`src/logic/vdp_pkg.sv`:
```
package vdp_pkg;

  typedef logic [13:0] vram_addr_t;
  typedef logic [7:0]  vram_data_t;
  typedef logic [3:0]  color_idx_t;

  typedef struct packed {
    logic [7:0] r;
    logic [7:0] g;
    logic [7:0] b;
  } rgb_t;

  // MSX colours, entry 0 is transparent and shows as black
  localparam rgb_t PALETTE [16] = '{
    24'h000000,
    24'h010101,
    24'h3eb849,
    24'h74d07d,
    24'h5955e0,
    24'h8076f1,
    24'h993e31,
    24'h65dbef,
    24'hdb6559,
    24'hff897d,
    24'hccc35e,
    24'hded087,
    24'h3aa241,
    24'hb766b5,
    24'h777777,
    24'hffffff
  };

endpackage

```
`src/logic/pixel_output.sv`:
```
module pixel_output (
  input  logic                clk,
  input  logic                reset,
  input  vdp_pkg::color_idx_t pix_idx,
  input  logic                border,
  input  logic                hs,
  input  logic                vs,
  input  logic                de,
  output logic [7:0]          vga_r,
  output logic [7:0]          vga_g,
  output logic [7:0]          vga_b,
  output logic                vga_hs,
  output logic                vga_vs,
  output logic                vga_de
);

  vdp_pkg::rgb_t color;

  // Border pixels already arrive as the back colour index
  always_comb begin
    if (!de) begin
      color = '0;
    end else begin
      color = vdp_pkg::PALETTE[pix_idx];
    end
  end

  always_ff @(posedge clk) begin
    if (reset) begin
      vga_r  <= '0;
      vga_g  <= '0;
      vga_b  <= '0;
      vga_hs <= 1'b1;
      vga_vs <= 1'b1;
      vga_de <= 1'b0;
    end else begin
      vga_r  <= color.r;
      vga_g  <= color.g;
      vga_b  <= color.b;
      vga_hs <= hs;
      vga_vs <= vs;
      vga_de <= de;
    end
  end

endmodule

```
`config.mk`:
```
export PLATFORM = sky130hd
export DESIGN_NAME = pixel_output
export DESIGN_NICKNAME = d
export VERILOG_FILES = /design/src/logic/vdp_pkg.sv /design/src/logic/pixel_output.sv
export SDC_FILE = /design/constraint.sdc
export NUM_CORES = 1
export LEC_CHECK = 0
export BUFFER_PORTS_ARGS = -buffer_cell sky130_fd_sc_hd__buf_2
export CAP_MARGIN = 20
export CORE_UTILIZATION = 53
export DETAILED_ROUTE_END_ITERATION = 10
export PLACE_DENSITY = 0.87
export SLEW_MARGIN = 10
export SYNTH_ARGS = -nofsm -noshare
export SYNTH_HDL_FRONTEND = slang
export SYNTH_SLANG_ARGS = --single-unit
```
`constraint.sdc`:
```
create_clock -name clk -period 2.2 [get_ports clk]
set_clock_uncertainty 0.05 [all_clocks]
set_input_delay 0 -clock clk [delete_from_list [all_inputs] [get_ports clk]]
set_output_delay 0 -clock clk [all_outputs]
set_load 0.01 [all_outputs]
```
==> flow_results.org <==
** Die
- DIE AREA :: 0.00248 mm^2
- Die Width :: 49.8 um
- After floorplanning, the core was sized to cover 0.00204 mm^2.
- Count of boundary I/O pins :: 37
- In this run the core area contains 16 standard-cell rows.
- The initial utilization of the core area, before any placement, comes to 59.2%.
- Die height :: 49.8 um

** Routing
- Once detail routing completed, the nets flagged for antenna violations numbered 0.
- The routed layout has 1074 vias.
- After the first detailed-routing iteration, the DRC count stood at 40.
- DR pass1 iterations :: 4
- For this run, design rule violations remaining after detail routing come to 0.
- After detailed routing, the average wire length per cell comes to 12.2 um.
- Average via count per standard cell :: 5.34
- Summed over all layers, the routed wires come to 2440 um.

** Clock tree
- Post-CTS Setup Bufs :: 0
- Clock-pin slew was measured on the worst setup and hold paths at 0.14 ns.
- Number of buffers created by CTS :: 3
- The clock passes through at most 2 buffers.
- Clock tree synthesis selected as its root buffer the cell sky130_fd_sc_hd__clkbuf_4.
- Max H-tree Level :: 1
- The clock drives 27 sinks.
- TritonCTS built the clock tree.

** Power
- In this run the power density over the cells is 614 mW/mm^2.
- For this design the static power due to leakage is 0.000688 uW.
- Across the VDD grid, the largest voltage drop is 445 uV.

** Placement
- At the placement stage, the worst setup path has a slack of 0.872 ns.
- After detailed placement, the design holds a cell count of 191.
- Post-place instance area :: 0.00136 mm^2
- Detailed placement ended at an HPWL of 1690 um.
- RePlAce Congestion :: 0.886
- Count of input and output buffers :: 35

** Worst setup path
- CP startpoint :: pix_idx[1]
- The worst setup path is captured at a flop.
- Kind of start point of the critical path :: input port
- CP Class :: in -> reg
- The most critical setup path has its endpoint at vga_g[6].
- Data arrival time of the critical path :: 2.16 ns
- For the worst setup path, the data required time is 2.43 ns.
- In this run the worst path has a maximum fanout of 11.

** Synthesis
- Counting flops with a built-in enable in the synthesized netlist gives 0.
- Cell variety after synth :: 27
- Flip-flop and latch count after synthesis :: 27
- Counting every instance in the synthesized netlist gives 138.
- Most used DFF post-synth :: sky130_fd_sc_hd__dfxtp_1
- Net count of the mapped netlist :: 156
- After synthesis, the share of flip-flops with an asynchronous set or reset is 0%.
- Mean post-synth cell area :: 8.76 um^2
- During synthesis, Yosys emitted a total of 0 warnings.
- Seq/Total Area, Yosys :: 44.7%
- Summing every instance area after synthesis gives 0.00121 mm^2.

** Finish
- At the end of the flow, the number of nets in the layout was 193.
- Final design instance area without fill :: 0.00145 mm^2
- The library cells used most frequently in the layout, excluding fill and tap cells, are 35 x sky130_fd_sc_hd__buf_2, 27 x sky130_fd_sc_hd__dfxtp_1, 18 x sky130_fd_sc_hd__a21oi_1, 13 x sky130_fd_sc_hd__nand2_1.
- Most frequent standard cell in the layout excluding fill and tap cells :: sky130_fd_sc_hd__buf_2
- Layout cells sized above 1 :: 24.7%
- Filler-free cell count of the finished design :: 201
- The area growth from synthesis to layout is 19.7%.
- Diode count :: 0

** Status
- Outcome :: finished, final reports clean

** GRT
- Largest net degree at the start of global routing :: 42
- The number of global-route vias before repair came to 948.
- Global routing used 3.70% of the available met3 tracks.
- After global routing, the most crowded layer is met2.
- The first global-routing pass estimated 3960 um of wire.
- Total gr overflow :: 0
- For met2 alone, demand over resource in global routing was 36.5%.
- Tot GR Track Use :: 21.2%
- The number of antenna violations at the first check in global routing is 0.
- For met1 alone, demand over resource in global routing was 25.8%.

** Min path
- The worst hold path belongs to the class in -> reg.

** Flow run
- Across the run, the number of max-cap violations was 0.

** Timing
- Timing would allow up to 518 MHz.
- The worst pin sits at a relative slew slack of 48.0%.
- Minimum clock period after layout :: 1.93 ns
- At the pin with the least slew margin, the transition time is 0.780 ns.
- Post-route setup slack :: 0.268 ns
- Setup repair after global routing left no endpoint under its margin.
- Adding up every negative setup slack in the final design gives 0 ns.
- Total setup violations reported at the end of the flow :: 0
- The final number of max-transition violations was 0.
- The worst path uses 87.8% of the clock period.
- Hold Fails Final Rpt :: 0
Yosys cell counts, types with 2 or more instances:
master | count | share of area [%]
sky130_fd_sc_hd__nor2_1 | 9 | 2.8
sky130_fd_sc_hd__o21ai_0 | 8 | 3.3
sky130_fd_sc_hd__buf_2 | 2 | 0.83
sky130_fd_sc_hd__inv_1 | 6 | 1.9
sky130_fd_sc_hd__a22oi_1 | 2 | 1.2
sky130_fd_sc_hd__clkbuf_1 | 2 | 0.62
sky130_fd_sc_hd__a31oi_1 | 2 | 1.0
sky130_fd_sc_hd__a211oi_1 | 2 | 1.2
sky130_fd_sc_hd__dfxtp_1 | 27 | 45
sky130_fd_sc_hd__buf_4 | 4 | 2.5
sky130_fd_sc_hd__ha_1 | 8 | 8.3
sky130_fd_sc_hd__o211ai_1 | 5 | 3.1
sky130_fd_sc_hd__mux2i_1 | 2 | 1.7
sky130_fd_sc_hd__a21oi_1 | 18 | 7.5
sky130_fd_sc_hd__nand2b_1 | 9 | 4.7
sky130_fd_sc_hd__nand2_1 | 13 | 4.0
sky130_fd_sc_hd__nand3_1 | 7 | 2.9
sky130_fd_sc_hd__or2_2 | 3 | 1.6
cell families after synthesis:
family / count (synthesis) / synth area share [%]
DFF: 27 / 44.7
AOI/OAI and AO/OA: 41 / 20.1
adders and majority gates: 8 / 8.28
buffers and inverters: 15 / 6.73
muxes: 3 / 2.59
and+or+nand+nor: 44 / 17.6
layout make-up:
type                            count  area [um^2]
Timing Repair Buffer               41          235
Tap cell                           27         33.8
Multi-Input combinational cell     96          587
Sequential cell                    27          541
Clock buffer                        3         22.5
Fill cell                         178          596
Inverter                            6         22.5
Clock inverter                      1         5.00
timing repair:
| item | 4_1_cts | 5_1_grt |
|---|---|---|
| gates resized for setup | 0 | 0 |
| hold buffers | 6 | 0 |
| hold endpoints to repair | 3 | 0 |
per-stage QoR:
stage	util, %	hold slack [ns]	power, uW
after floorplan	-	0.0470	639
after global placement	66.5	0.138	679
after detailed placement	66.5	0.146	685
after CTS	70.8	0.0160	895
after global routing	70.8	0.0382	933
final	70.8	0.0313	888
how the worst min path moves through the flow:
stage,from,end,slack (ns),cells after the start
5_1_grt,pix_idx[2],vga_r[4],0.04,3
6_report,pix_idx[2],vga_r[4],0.03,3
4_1_cts,pix_idx[2],vga_r[4],0.02,3
2_1_floorplan,pix_idx[1],vga_g[6],0.05,1
3_5_place_dp,vs,vga_vs,0.15,2
3_3_place_gp,hs,vga_hs,0.14,2
state kept, by name, indices dropped and copies added, names as in the netlist:
name and count:
vga_de 1, vga_b 8, vga_hs 1, vga_r 8, vga_vs 1, vga_g 8
per-layer routing:
layer  vias up  share of wire [%]
met1       479                 44
met3         5                6.9
met5         -                  0
met4         0                1.5
met2        47                 48
li1        543                  -
critical path, stage by stage:
cell	delay [ns]
sky130_fd_sc_hd__dlygate4sd3_1	0.52
sky130_fd_sc_hd__buf_2	0.22
sky130_fd_sc_hd__inv_1	0.13
sky130_fd_sc_hd__ha_1	0.25
sky130_fd_sc_hd__a21boi_0	0.19
sky130_fd_sc_hd__a31oi_1	0.07
sky130_fd_sc_hd__a211oi_1	0.21
sky130_fd_sc_hd__dlygate4sd3_1	0.58
where the power goes:
group | switching, uW | internal (uW) | total, uW
combinational | 97.3 | 67.1 | 164
clock | 138 | 68.2 | 206
sequential | 4.66 | 514 | 518
(Power assumes the default switching activity.)
