**src/logic/vga_timing_pkg.sv**
```systemverilog
package vga_timing_pkg;

  // Horizontal raster, 640x480 at 60 Hz
  localparam int H_ACTIVE = 640;
  localparam int H_FRONT  = 16;
  localparam int H_SYNC   = 96;
  localparam int H_BACK   = 48;
  localparam int H_TOTAL  = 800;

  // Vertical raster
  localparam int V_ACTIVE = 480;
  localparam int V_FRONT  = 11;
  localparam int V_SYNC   = 2;
  localparam int V_BACK   = 31;
  localparam int V_TOTAL  = 524;

  // Text area inside the border
  localparam int TEXT_LEFT   = 80;
  localparam int TEXT_RIGHT  = 560;
  localparam int TEXT_TOP    = 48;
  localparam int TEXT_BOTTOM = 432;

  // 40x24 cells of 6 pixels, each pixel two clocks wide
  localparam int COLS      = 40;
  localparam int ROWS      = 24;
  localparam int CHAR_PIX  = 6;
  localparam int CELL_CLKS = 12;

  // Frame interrupt pulse length
  localparam int INT_CLKS = 64;

  // Counters to VGA pins
  localparam int PIPE_DELAY = 2;

  typedef logic [9:0] hcount_t;
  typedef logic [9:0] vcount_t;

endpackage

```
**src/logic/vdp_pkg.sv**
```systemverilog
package vdp_pkg;

  typedef logic [13:0] vram_addr_t;
  typedef logic [7:0]  vram_data_t;
  typedef logic [3:0]  color_idx_t;

  typedef struct packed {
    logic [7:0] r;
    logic [7:0] g;
    logic [7:0] b;
  } rgb_t;

  // MSX colours, entry 0 is transparent and shows as black
  localparam rgb_t PALETTE [16] = '{
    24'h000000,
    24'h010101,
    24'h3eb849,
    24'h74d07d,
    24'h5955e0,
    24'h8076f1,
    24'h993e31,
    24'h65dbef,
    24'hdb6559,
    24'hff897d,
    24'hccc35e,
    24'hded087,
    24'h3aa241,
    24'hb766b5,
    24'h777777,
    24'hffffff
  };

endpackage

```
**src/logic/text_fetch.sv**
```systemverilog
module text_fetch (
  input  logic                    clk,
  input  logic                    reset,
  input  vga_timing_pkg::hcount_t hc,
  input  vga_timing_pkg::vcount_t vc,
  input  logic                    video_on,
  input  vdp_pkg::vram_addr_t     name_table_addr,
  input  vdp_pkg::vram_addr_t     font_addr,
  input  vdp_pkg::color_idx_t     text_color,
  input  vdp_pkg::color_idx_t     back_color,
  input  vdp_pkg::vram_data_t     vid_data,
  output vdp_pkg::vram_addr_t     vid_addr,
  output vdp_pkg::color_idx_t     pix_idx
);

  // Fetch runs one cell ahead of the displayed cell
  localparam int FETCH_START = vga_timing_pkg::TEXT_LEFT - vga_timing_pkg::CELL_CLKS;

  logic [3:0]          sub;
  logic [5:0]          fcol;
  logic [7:0]          row;
  logic [4:0]          char_row;
  logic [2:0]          line;
  logic [2:0]          pix;
  logic                in_area;
  logic                font_bit;
  vdp_pkg::vram_data_t next_font;
  vdp_pkg::vram_data_t font_line;

  assign row      = 8'((vc - vga_timing_pkg::TEXT_TOP) >> 1);
  assign char_row = row[7:3];
  assign line     = row[2:0];
  assign pix      = sub[3:1];
  assign font_bit = font_line[3'd7 - pix];

  assign in_area = (hc >= vga_timing_pkg::TEXT_LEFT) && (hc < vga_timing_pkg::TEXT_RIGHT) &&
                   (vc >= vga_timing_pkg::TEXT_TOP) && (vc < vga_timing_pkg::TEXT_BOTTOM);

  // Clock within the cell and the column being fetched
  always_ff @(posedge clk) begin
    if (reset) begin
      sub  <= '0;
      fcol <= '0;
    end else if (hc == FETCH_START - 1) begin
      sub  <= '0;
      fcol <= '0;
    end else if (sub == 4'(vga_timing_pkg::CELL_CLKS - 1)) begin
      sub  <= '0;
      fcol <= fcol + 1'b1;
    end else begin
      sub <= sub + 1'b1;
    end
  end

  // Name read at clock 0, pattern read at clock 2, data stored at clock 4
  always_ff @(posedge clk) begin
    case (sub)
      4'd0: begin
        vid_addr <= name_table_addr + 14'(char_row * vga_timing_pkg::COLS) + 14'(fcol);
      end
      4'd2: begin
        vid_addr <= font_addr + {3'b000, vid_data, line};
      end
      4'd4: begin
        next_font <= vid_data;
      end
      default: begin
      end
    endcase
    // Line for the next cell takes over on its first clock
    if (sub == 4'(vga_timing_pkg::CELL_CLKS - 1)) begin
      font_line <= next_font;
    end
  end

  always_ff @(posedge clk) begin
    if (reset) begin
      pix_idx <= '0;
    end else if (in_area && video_on && font_bit) begin
      pix_idx <= text_color;
    end else begin
      pix_idx <= back_color;
    end
  end

endmodule

```
**config.mk**
```make
export PLATFORM = sky130hd
export DESIGN_NAME = text_fetch
export DESIGN_NICKNAME = d
export VERILOG_FILES = /design/src/logic/vga_timing_pkg.sv /design/src/logic/vdp_pkg.sv /design/src/logic/text_fetch.sv
export SDC_FILE = /design/constraint.sdc
export NUM_CORES = 1
export LEC_CHECK = 0
export ABC_AREA = 1
export BUFFER_PORTS_ARGS = -buffer_cell sky130_fd_sc_hd__buf_2
export CORE_UTILIZATION = 59
export DETAILED_ROUTE_END_ITERATION = 8
export PLACE_DENSITY = 0.86
export SYNTH_ARGS = -nofsm -noshare
export SYNTH_HDL_FRONTEND = slang
export SYNTH_SLANG_ARGS = --single-unit
```
**constraint.sdc**
```tcl
create_clock -name clk -period 6.2 [get_ports clk]
set_input_delay 0.31 -clock clk [delete_from_list [all_inputs] [get_ports clk]]
set_output_delay 0.31 -clock clk [all_outputs]
set_load 0.02 [all_outputs]
```
==> flow_metrics.tcl <==
set metrics [dict create \
    outcome "completed" \
    synth_area_mm2 0.00371 \
    worst_pin_slew_ps 1040 \
    utilization_pct 72.3 \
    area_delta_synth_final_pct 16.7 \
    syn_inst 522 \
    hold_viol 0 \
    fillers 490 \
    required_ps 6250 \
    synth_top_family_by_area "simple AND/OR/NAND/NOR gates" \
    clk_pin_slew_ps 100 \
    drt_iter0_markers 179 \
    ys.warnings.count 0 \
    ys.flop_type "edfxtp_1" \
    netlist.area_leader.share_pct 24.3 \
    htree_levels 2 \
    synth_compound_area_share_pct 4.72 \
    yosysMostFrequentCell "nand2_1" \
    critical_path.max_fanout 5 \
    crit_type "input pin to flip-flop" \
    hold_buffers 0 \
    route.detailed.drc 0 \
    rsz0062_at_grt "no" \
    multiInputGateArea_mm2 0.00215 \
    n_antenna_cell 0 \
    cp.arrival_ps 3420 \
    cp_common_cell "nand2_1" \
    grt_pass1_vias 3279 \
    path_buf_inv 3 \
    ios 85 \
    viasPerCell 5.22 \
    p_leak_nw 2.36 \
    start_util_pct 61.9 \
    fp.dieW_um 81.3 \
    period_minus_slack_ps 3370 \
    peakVddDrop_v 0.000162 \
    path_delay_family "simple AND/OR/NAND/NOR gates" \
    netlist_top_cells_count "nand2_1, inv_1, nand3_1" \
    p_per_area_mw_per_mm2 231 \
    cts_num_sinks 44 \
    grt_pass1_wl_um 14000 \
    synth_top_cell_by_area "edfxtp_1" \
    first_pass_iters 5 \
    synth_area_leaders "edfxtp_1, nand2_1, ha_1" \
    power.total_mw 0.999 \
    skew_ps 16.0 \
    grt_start_max_net_pins 17 \
    post_cts_buffers 0 \
    drive_gt1_share_pct 17.5 \
    antenna_found_initial 0 \
    overflow 0 \
    core_mm2 0.00599 \
    slew-limit-headroom_pct 30.3 \
    dp_hpwl_um 7010 \
    wl_per_cell_um 12.6 \
    max_stage_delay_ps 360 \
    crit_path_start_kind "input pin" \
    ctsResizeCount 0 \
    synthDistinctLibCells 29 \
    finalNetCount 724 \
    fp.dieArea_mm2 0.00661 \
    ant_nets 0 \
    cpMaxStageDelayCell "ha_1" \
    crit_path_end_kind "flip-flop" \
    synthArstFlopShare_pct 0 \
    grtUsageTotal_pct 27.5 \
    vias 3587 \
    synth_nets 635 \
    clockBufferDepth 2 \
    final_max_slew_viol_count 0 \
    finalSetupTns_ps 0 \
    die_h_um 81.3 \
    cts_root_buffer "clkbuf_8" \
    clock_latency_ps 300 \
    synth_xor_area_share_pct 2.83 \
    hp-class "input pin to flip-flop" \
    portBuffers 83 \
    routed_wl_um 8620 \
    gp_congestion 0.883 \
    post-route-period-util_pct 54.3 \
    placementRows 28 \
    yosys.area_share.adder_pct 16.7 \
    syn_area_per_cell_um2 7.11 \
    synthMuxAreaShare_pct 0 \
    ys_seq_area_share_pct 31.8 \
    path_cells "buf_2, ha_1, nor2_1, inv_1, o21ai_0, nand2_1, inv_1, a21oi_1, nor2_1, ha_1, nand3_1, nand2_1, xor2_1, ha_1, ha_1, nand2_1, nor2_1, nand3_1, nand3_1, nand2_1, nand3_1, nand2_1" \
    max_freq_ghz 0.297 \
    setup_viol 0 \
    synth_edf_count 30 \
    cts_tree "done" \
    cap_violations 0 \
    synth-seq-cells 44 \
    synthSimpleGateAreaFrac_pct 33.7 \
    cts-buffers-inserted 5 \
    final-seq-area_mm2 0.00118 \
]
## worst paths after layout
path / endpoint / cells past startpoint / start / slack [ps]
hold reg to reg: font_line[4]$_DFFE_PP_ / 0 / next_font[4]$_DFFE_PN_ / 410
setup / recovery: vid_addr[10]$_DFFE_PP_ / 22 / vc[4] / 2830
setup reg to reg: vid_addr[6]$_DFFE_PP_ / 9 / fcol[3]$_SDFFE_PP0P_ / 3860
hold / removal: next_font[2]$_DFFE_PN_ / 1 / vid_data[2] / 200
## cells in the final DEF, fill, tap and decap left out, types with 2 or more instances in the layout
cell      Yosys  routed
xnor2_1       2       2
nor2_2        2       2
nand2_1     161     161
nand3b_1      2       2
nor3_1        4       4
buf_2         1      83
inv_1        93      93
or2_2         2       2
inv_2         4       4
nand3_2       2       2
nand3_1      53      53
edfxtp_1     30      30
nor2_1       44      44
clkbuf_8      0       5
xor2_1       10      10
dfxtp_1      14      14
o21ai_1       2       2
nand4_1      10      10
nor2_4        3       3
fa_1          6       6
o21ai_0       8       8
ha_1         40      40
a21oi_1      22      22
## state kept, by name, summed over array words and instances (netlist names)
register	cells
pix_idx	4
next_font	8
sub	4
fcol	6
font_line	8
vid_addr	14
## metal layers
metal  global-route usage, %  part of all wire [%]
met5                       0                     0
met4                    5.36                   1.3
met3                    4.16                   5.4
met2                    51.0                    51
met1                    33.2                    42
## metrics by stage
stage | std cells | setup WS (ps) | hold slack [ps] | instance area [µm²]
after floorplan | 522 | 3060 | 400 | 3710
after global placement | 679 | 2660 | 403 | 4220
after detailed placement | 679 | 2600 | 405 | 4220
after CTS | 687 | 2850 | 200 | 4330
after global routing | 687 | 2480 | 192 | 4330
final | 687 | 2830 | 204 | 4330
## logic make-up (layout without fill, tap and decap cells)
logic type,Yosys count,in the layout
and+or+nand+nor,287,287
buffers and inverters,99,189
adders and majority gates,46,46
DFF,44,44
AOI/OAI and AO/OA,34,34
xor gates and xnor gates,12,12
## area by class of cell
| class | instances | share of cell area, % |
|---|---|---|
| clock inverter | 3 | 1.07 |
| multi-input combinational | 379 | 49.7 |
| sequential | 44 | 27.3 |
| clock buffer | 5 | 1.59 |
| timing repair buffer | 84 | 9.77 |
| inverter | 97 | 8.41 |
| tap | 75 | 2.17 |
## power by group
part / leakage (nW) / total [mW] / internal [mW] / switching, mW
clock network: 0.0548 / 0.225 / 0.121 / 0.104
registers: 0.397 / 0.372 / 0.358 / 0.0141
logic: 1.91 / 0.402 / 0.146 / 0.256
(Power assumes the default switching activity.)
