**config.mk**
```make
export PLATFORM = sky130hd
export DESIGN_NAME = video_timing
export DESIGN_NICKNAME = d
export VERILOG_FILES = /design/src/logic/vga_timing_pkg.sv /design/src/logic/video_timing.sv
export SDC_FILE = /design/constraint.sdc
export NUM_CORES = 1
export LEC_CHECK = 0
export ABC_AREA = 1
export BUFFER_PORTS_ARGS = -buffer_cell sky130_fd_sc_hd__buf_2
export CAP_MARGIN = 40
export CORE_MARGIN = 5
export CORE_UTILIZATION = 55
export DETAILED_ROUTE_END_ITERATION = 7
export GPL_TIMING_DRIVEN = 0
export PLACE_DENSITY = 0.75
export SLEW_MARGIN = 20
export SYNTH_ARGS = -nofsm -noshare
export SYNTH_HDL_FRONTEND = slang
export SYNTH_SLANG_ARGS = --single-unit
```
**constraint.sdc**
```tcl
create_clock -name clk -period 1.5 [get_ports clk]
set_input_delay 0.15 -clock clk [delete_from_list [all_inputs] [get_ports clk]]
set_output_delay 0.15 -clock clk [all_outputs]
set_load 0.005 [all_outputs]
```
**src/logic/vga_timing_pkg.sv**
```systemverilog
package vga_timing_pkg;

  // Horizontal raster, 640x480 at 60 Hz
  localparam int H_ACTIVE = 640;
  localparam int H_FRONT  = 16;
  localparam int H_SYNC   = 96;
  localparam int H_BACK   = 48;
  localparam int H_TOTAL  = 800;

  // Vertical raster
  localparam int V_ACTIVE = 480;
  localparam int V_FRONT  = 11;
  localparam int V_SYNC   = 2;
  localparam int V_BACK   = 31;
  localparam int V_TOTAL  = 524;

  // Text area inside the border
  localparam int TEXT_LEFT   = 80;
  localparam int TEXT_RIGHT  = 560;
  localparam int TEXT_TOP    = 48;
  localparam int TEXT_BOTTOM = 432;

  // 40x24 cells of 6 pixels, each pixel two clocks wide
  localparam int COLS      = 40;
  localparam int ROWS      = 24;
  localparam int CHAR_PIX  = 6;
  localparam int CELL_CLKS = 12;

  // Frame interrupt pulse length
  localparam int INT_CLKS = 64;

  // Counters to VGA pins
  localparam int PIPE_DELAY = 2;

  typedef logic [9:0] hcount_t;
  typedef logic [9:0] vcount_t;

endpackage

```
**src/logic/video_timing.sv**
```systemverilog
module video_timing #(
  parameter int H_TOTAL = 800,
  parameter int V_TOTAL = 524
) (
  input  logic                    clk,
  input  logic                    reset,
  input  logic                    vert_retrace_int,
  output vga_timing_pkg::hcount_t hc,
  output vga_timing_pkg::vcount_t vc,
  output logic                    hs,
  output logic                    vs,
  output logic                    de,
  output logic                    border,
  output logic                    n_int
);

  localparam int HS_START = vga_timing_pkg::H_ACTIVE + vga_timing_pkg::H_FRONT;
  localparam int HS_END   = HS_START + vga_timing_pkg::H_SYNC;
  localparam int VS_START = vga_timing_pkg::V_ACTIVE + vga_timing_pkg::V_FRONT;
  localparam int VS_END   = VS_START + vga_timing_pkg::V_SYNC;

  logic [5:0] int_cnt;
  logic       in_text;

  assign in_text = (hc >= vga_timing_pkg::TEXT_LEFT) && (hc < vga_timing_pkg::TEXT_RIGHT) &&
                   (vc >= vga_timing_pkg::TEXT_TOP) && (vc < vga_timing_pkg::TEXT_BOTTOM);

  // Raster counters
  always_ff @(posedge clk) begin
    if (reset) begin
      hc <= '0;
      vc <= '0;
    end else if (hc == H_TOTAL - 1) begin
      hc <= '0;
      vc <= (vc == V_TOTAL - 1) ? '0 : vc + 1'b1;
    end else begin
      hc <= hc + 1'b1;
    end
  end

  // Flags lag the counters by one clock
  always_ff @(posedge clk) begin
    if (reset) begin
      hs     <= 1'b1;
      vs     <= 1'b1;
      de     <= 1'b0;
      border <= 1'b1;
    end else begin
      hs     <= !(hc >= HS_START && hc < HS_END);
      vs     <= !(vc >= VS_START && vc < VS_END);
      de     <= (hc < vga_timing_pkg::H_ACTIVE) && (vc < vga_timing_pkg::V_ACTIVE);
      border <= !in_text;
    end
  end

  // Frame interrupt, low for INT_CLKS cycles from the start of vertical sync
  always_ff @(posedge clk) begin
    if (reset) begin
      n_int   <= 1'b1;
      int_cnt <= '0;
    end else if (!n_int) begin
      int_cnt <= int_cnt + 1'b1;
      if (int_cnt == 6'(vga_timing_pkg::INT_CLKS - 1)) begin
        n_int <= 1'b1;
      end
    end else if (vert_retrace_int && hc == HS_START && vc == VS_START) begin
      n_int   <= 1'b0;
      int_cnt <= '0;
    end
  end

endmodule

```
==> reports/results.tsv <==
metric	value	unit
run status	finished, final reports clean	
largest fanout on the critical path	8	
Tcrit/Tclk final	94.6	%
count of TritonRoute iterations in the first routing pass	4	
nets@finish	266	
Syn. warnings	0	
clock-pin slew reported for the worst setup and hold paths after clock tree synthesis	0.10	ns
clock tree sinks	31	
largest net degree at the start of global routing	11	
synthesized instance count	219	
number of port buffers	26	
CTS Buffer Depth	2	
proportion of layout cells with a drive suffix above 1	26.4	%
cell with the biggest individual delay on the critical path	sky130_fd_sc_hd__dfxtp_4	
power after layout	0.00145	W
Setup Skew	0.0148	ns
Initial Utilization	57.5	%
number of maximum-capacitance violations	0	
DRC violation count after routing	0	
Seq/Total Area, Yosys	38.8	%
maximum frequency from static timing analysis	705	MHz
final wirelength	3370	um
post-synth design cell area	0.00160	mm^2
Routability Congestion	0.844	
buffer and inverter count on the worst path	1	
slew of the pin with the lowest slew margin	0.321	ns
area of the core	0.00278	mm^2
ANT nets after route	0	
dominant cell type by area after synthesis	sky130_fd_sc_hd__dfxtp_1	
mean area per synthesized cell	7.31	um^2
power per standard cell area	752	mW/mm^2
TritonCTS clock tree	done	
#FFs+latches synth	31	
wire length of the first global-routing pass	5890	um
VDD IR-drop max	0.696	mV
number of buffers added to fix hold violations after cts	0	
final setup violation count	0	
H-tree levels	2	
leakage power figure	0.804	nW
leftover overflow at the end of global routing	0	
Final HPWL DP	2470	um
top area cells in the synthesized netlist	sky130_fd_sc_hd__dfxtp_1 (39%), sky130_fd_sc_hd__nand2_1 (9.1%), sky130_fd_sc_hd__nor2_1 (7.3%), sky130_fd_sc_hd__nand3_1 (6.9%), sky130_fd_sc_hd__inv_1 (6.1%)	
CP required	1.73	ns
WL/cell	11.7	um
worst-skew pair later-pin latency	0.33	ns
cell chosen for the clock root	sky130_fd_sc_hd__clkbuf_4	
minimum clock period after layout	1.42	ns
Die ar.	0.00409	mm^2
sequence of cells on the critical path	ha_4 -> nand2_4 -> nor2_4 -> nand3_4 -> nor2_4 -> buf_4 -> xnor2_1 -> nor2_1	
startpoint-to-endpoint class of the critical path	flip-flop to flip-flop	
area growth from synthesis to final layout	20.6	%
synthesized netlist net count	228	
GRT Overall Usage	17.4	%
top-level I/O count	28	
cts bufs inserted	5	
Vert. Die Dim	63.9	um
CP peak stage delay	0.39	ns
CP Data Arrival Time	1.65	ns
vias per inst	5.20	
number of rows created at floorplan	19	
most frequent cell on the critical path	sky130_fd_sc_hd__nor2_4	
max-slew violation total from the final report	0	
vias	1502	
via count of the first global-routing pass	1347	
Placed Instance Area	0.00177	mm^2
area of all placed cells without fillers	0.00193	mm^2
crit path launch type	flip-flop	
number of diodes	0	
Hold WC Path Type	input pin to flip-flop	
final number of hold-violating endpoints	0	
fraction of synthesized cell area taken by the top area cell type	38.8	%
worst slew margin relative to its limit	78.4	%
capturing element type of the critical path	flip-flop	
1st-iter DRT viols	112	
number of antenna violations at the first check in global routing	0	
die boundary width	63.9	um
family with the most delay on the worst path	simple AND/OR/NAND/NOR gates	
number of distinct standard cells referenced by the synthesized netlist	30	
## synth_stat cells
library cell               instances
sky130_fd_sc_hd__a211oi_1          1
sky130_fd_sc_hd__nor3b_1           3
sky130_fd_sc_hd__xnor2_1           1
sky130_fd_sc_hd__or2_2             3
sky130_fd_sc_hd__clkinv_1          1
sky130_fd_sc_hd__a22oi_1           1
sky130_fd_sc_hd__nor4_1            1
sky130_fd_sc_hd__nor2_1           31
sky130_fd_sc_hd__nor3_2            1
sky130_fd_sc_hd__nand4_1           3
sky130_fd_sc_hd__ha_1              6
sky130_fd_sc_hd__o21bai_1          1
sky130_fd_sc_hd__nand3_4           1
sky130_fd_sc_hd__nand3_1          22
sky130_fd_sc_hd__buf_4             1
sky130_fd_sc_hd__dfxtp_1          31
sky130_fd_sc_hd__o211ai_1          1
sky130_fd_sc_hd__nand2_2           1
sky130_fd_sc_hd__a21oi_1          12
sky130_fd_sc_hd__inv_2             1
sky130_fd_sc_hd__inv_1            26
sky130_fd_sc_hd__buf_2             1
sky130_fd_sc_hd__nand2_1          39
sky130_fd_sc_hd__nor3_1            8
sky130_fd_sc_hd__nor2_2            1
sky130_fd_sc_hd__nand3_2           1
sky130_fd_sc_hd__nor2_4            5
sky130_fd_sc_hd__or2_0             1
sky130_fd_sc_hd__o21ai_0           7
sky130_fd_sc_hd__xor2_1            7
## layout by cell type, fill, tap and decap left out, drive strengths merged, types with 3 or more instances in the layout
cell type   n
a21oi      12
nand2      40
ha          6
nand3      24
dfxtp      31
xor2        7
inv        27
or2         4
nor3        9
nor3b       3
buf        33
clkbuf      8
nand4       3
nor2       37
o21ai       7
## cell type report
class	count	area, um^2
repair buffers	31	168
clock buffers	8	68.8
flip-flops and latches	31	637
plain buffers	2	12.5
well taps	31	38.8
inverters	28	105
fillers	260	851
multi-input cells	158	901
## metrics by stage
| stage | hold WS (ns) | TNS (ns) | setup slack, ns | util (%) | cells |
|---|---|---|---|---|---|
| floorplan | 0.389 | 0 | 0.140 | - | 219 |
| global placement | 0.433 | -0.136 | -0.0390 | 63.6 | 276 |
| detailed placement | 0.434 | -0.148 | -0.0368 | 63.6 | 276 |
| CTS | 0.0896 | 0 | 0.00795 | 66.9 | 287 |
| global route | 0.0831 | -0.0167 | -0.0105 | 69.4 | 289 |
| finish | 0.0896 | 0 | 0.0807 | 69.4 | 289 |
## timing repair
action                                  4_1_cts  5_1_grt
pin swaps                                     1        4
endpoints found under the setup margin        9       27
gates resized for setup                       1       19
buffers inserted                              3        2
## report_power, final
group | switching, W | internal [W]
logic | 0.0000320 | 0.0000224
registers | 0.0000111 | 0.000829
clock network | 0.000282 | 0.000276
total | 0.000325 | 0.00113
## per-layer routing
layer / up-vias / track usage [%] / wire length (um)
li1: 784 / - / -
met1: 683 / 23.2 / 1580
met2: 29 / 28.3 / 1580
met3: 6 / 4.20 / 176
met4: 0 / 3.90 / 33
met5: - / 0 / 0
## flip-flops by register name, indices dropped and copies added (netlist names)
signal / count
vs: 1
border: 1
hs: 1
vc: 10
n_int: 1
de: 1
hc: 10
int_cnt: 6
## worst paths after layout
check                                     endpoint  cells past startpoint  slack, ns             start
worst max-delay path            vc[3]$_SDFFE_PP0N_                      8       0.08  hc[0]$_SDFF_PP0_
worst max register to register  vc[3]$_SDFFE_PP0N_                      8       0.08  hc[0]$_SDFF_PP0_
worst min register to register    hc[0]$_SDFF_PP0_                      1       0.47  hc[0]$_SDFF_PP0_
worst min-delay path            vc[7]$_SDFFE_PP0N_                      2       0.09             reset
## kinds of logic (layout without fill, tap and decap cells)
kind of cell	after synthesis	count (layout)	share of synthesized area, %
compound gates	23	23	7.82
xor+xnor	8	8	4.38
fa+ha+maj	6	6	4.69
buf+inv	30	69	7.35
flops	31	31	38.8
simple gates	121	121	37.0
Note: power is estimated with default switching activity, not from simulation.
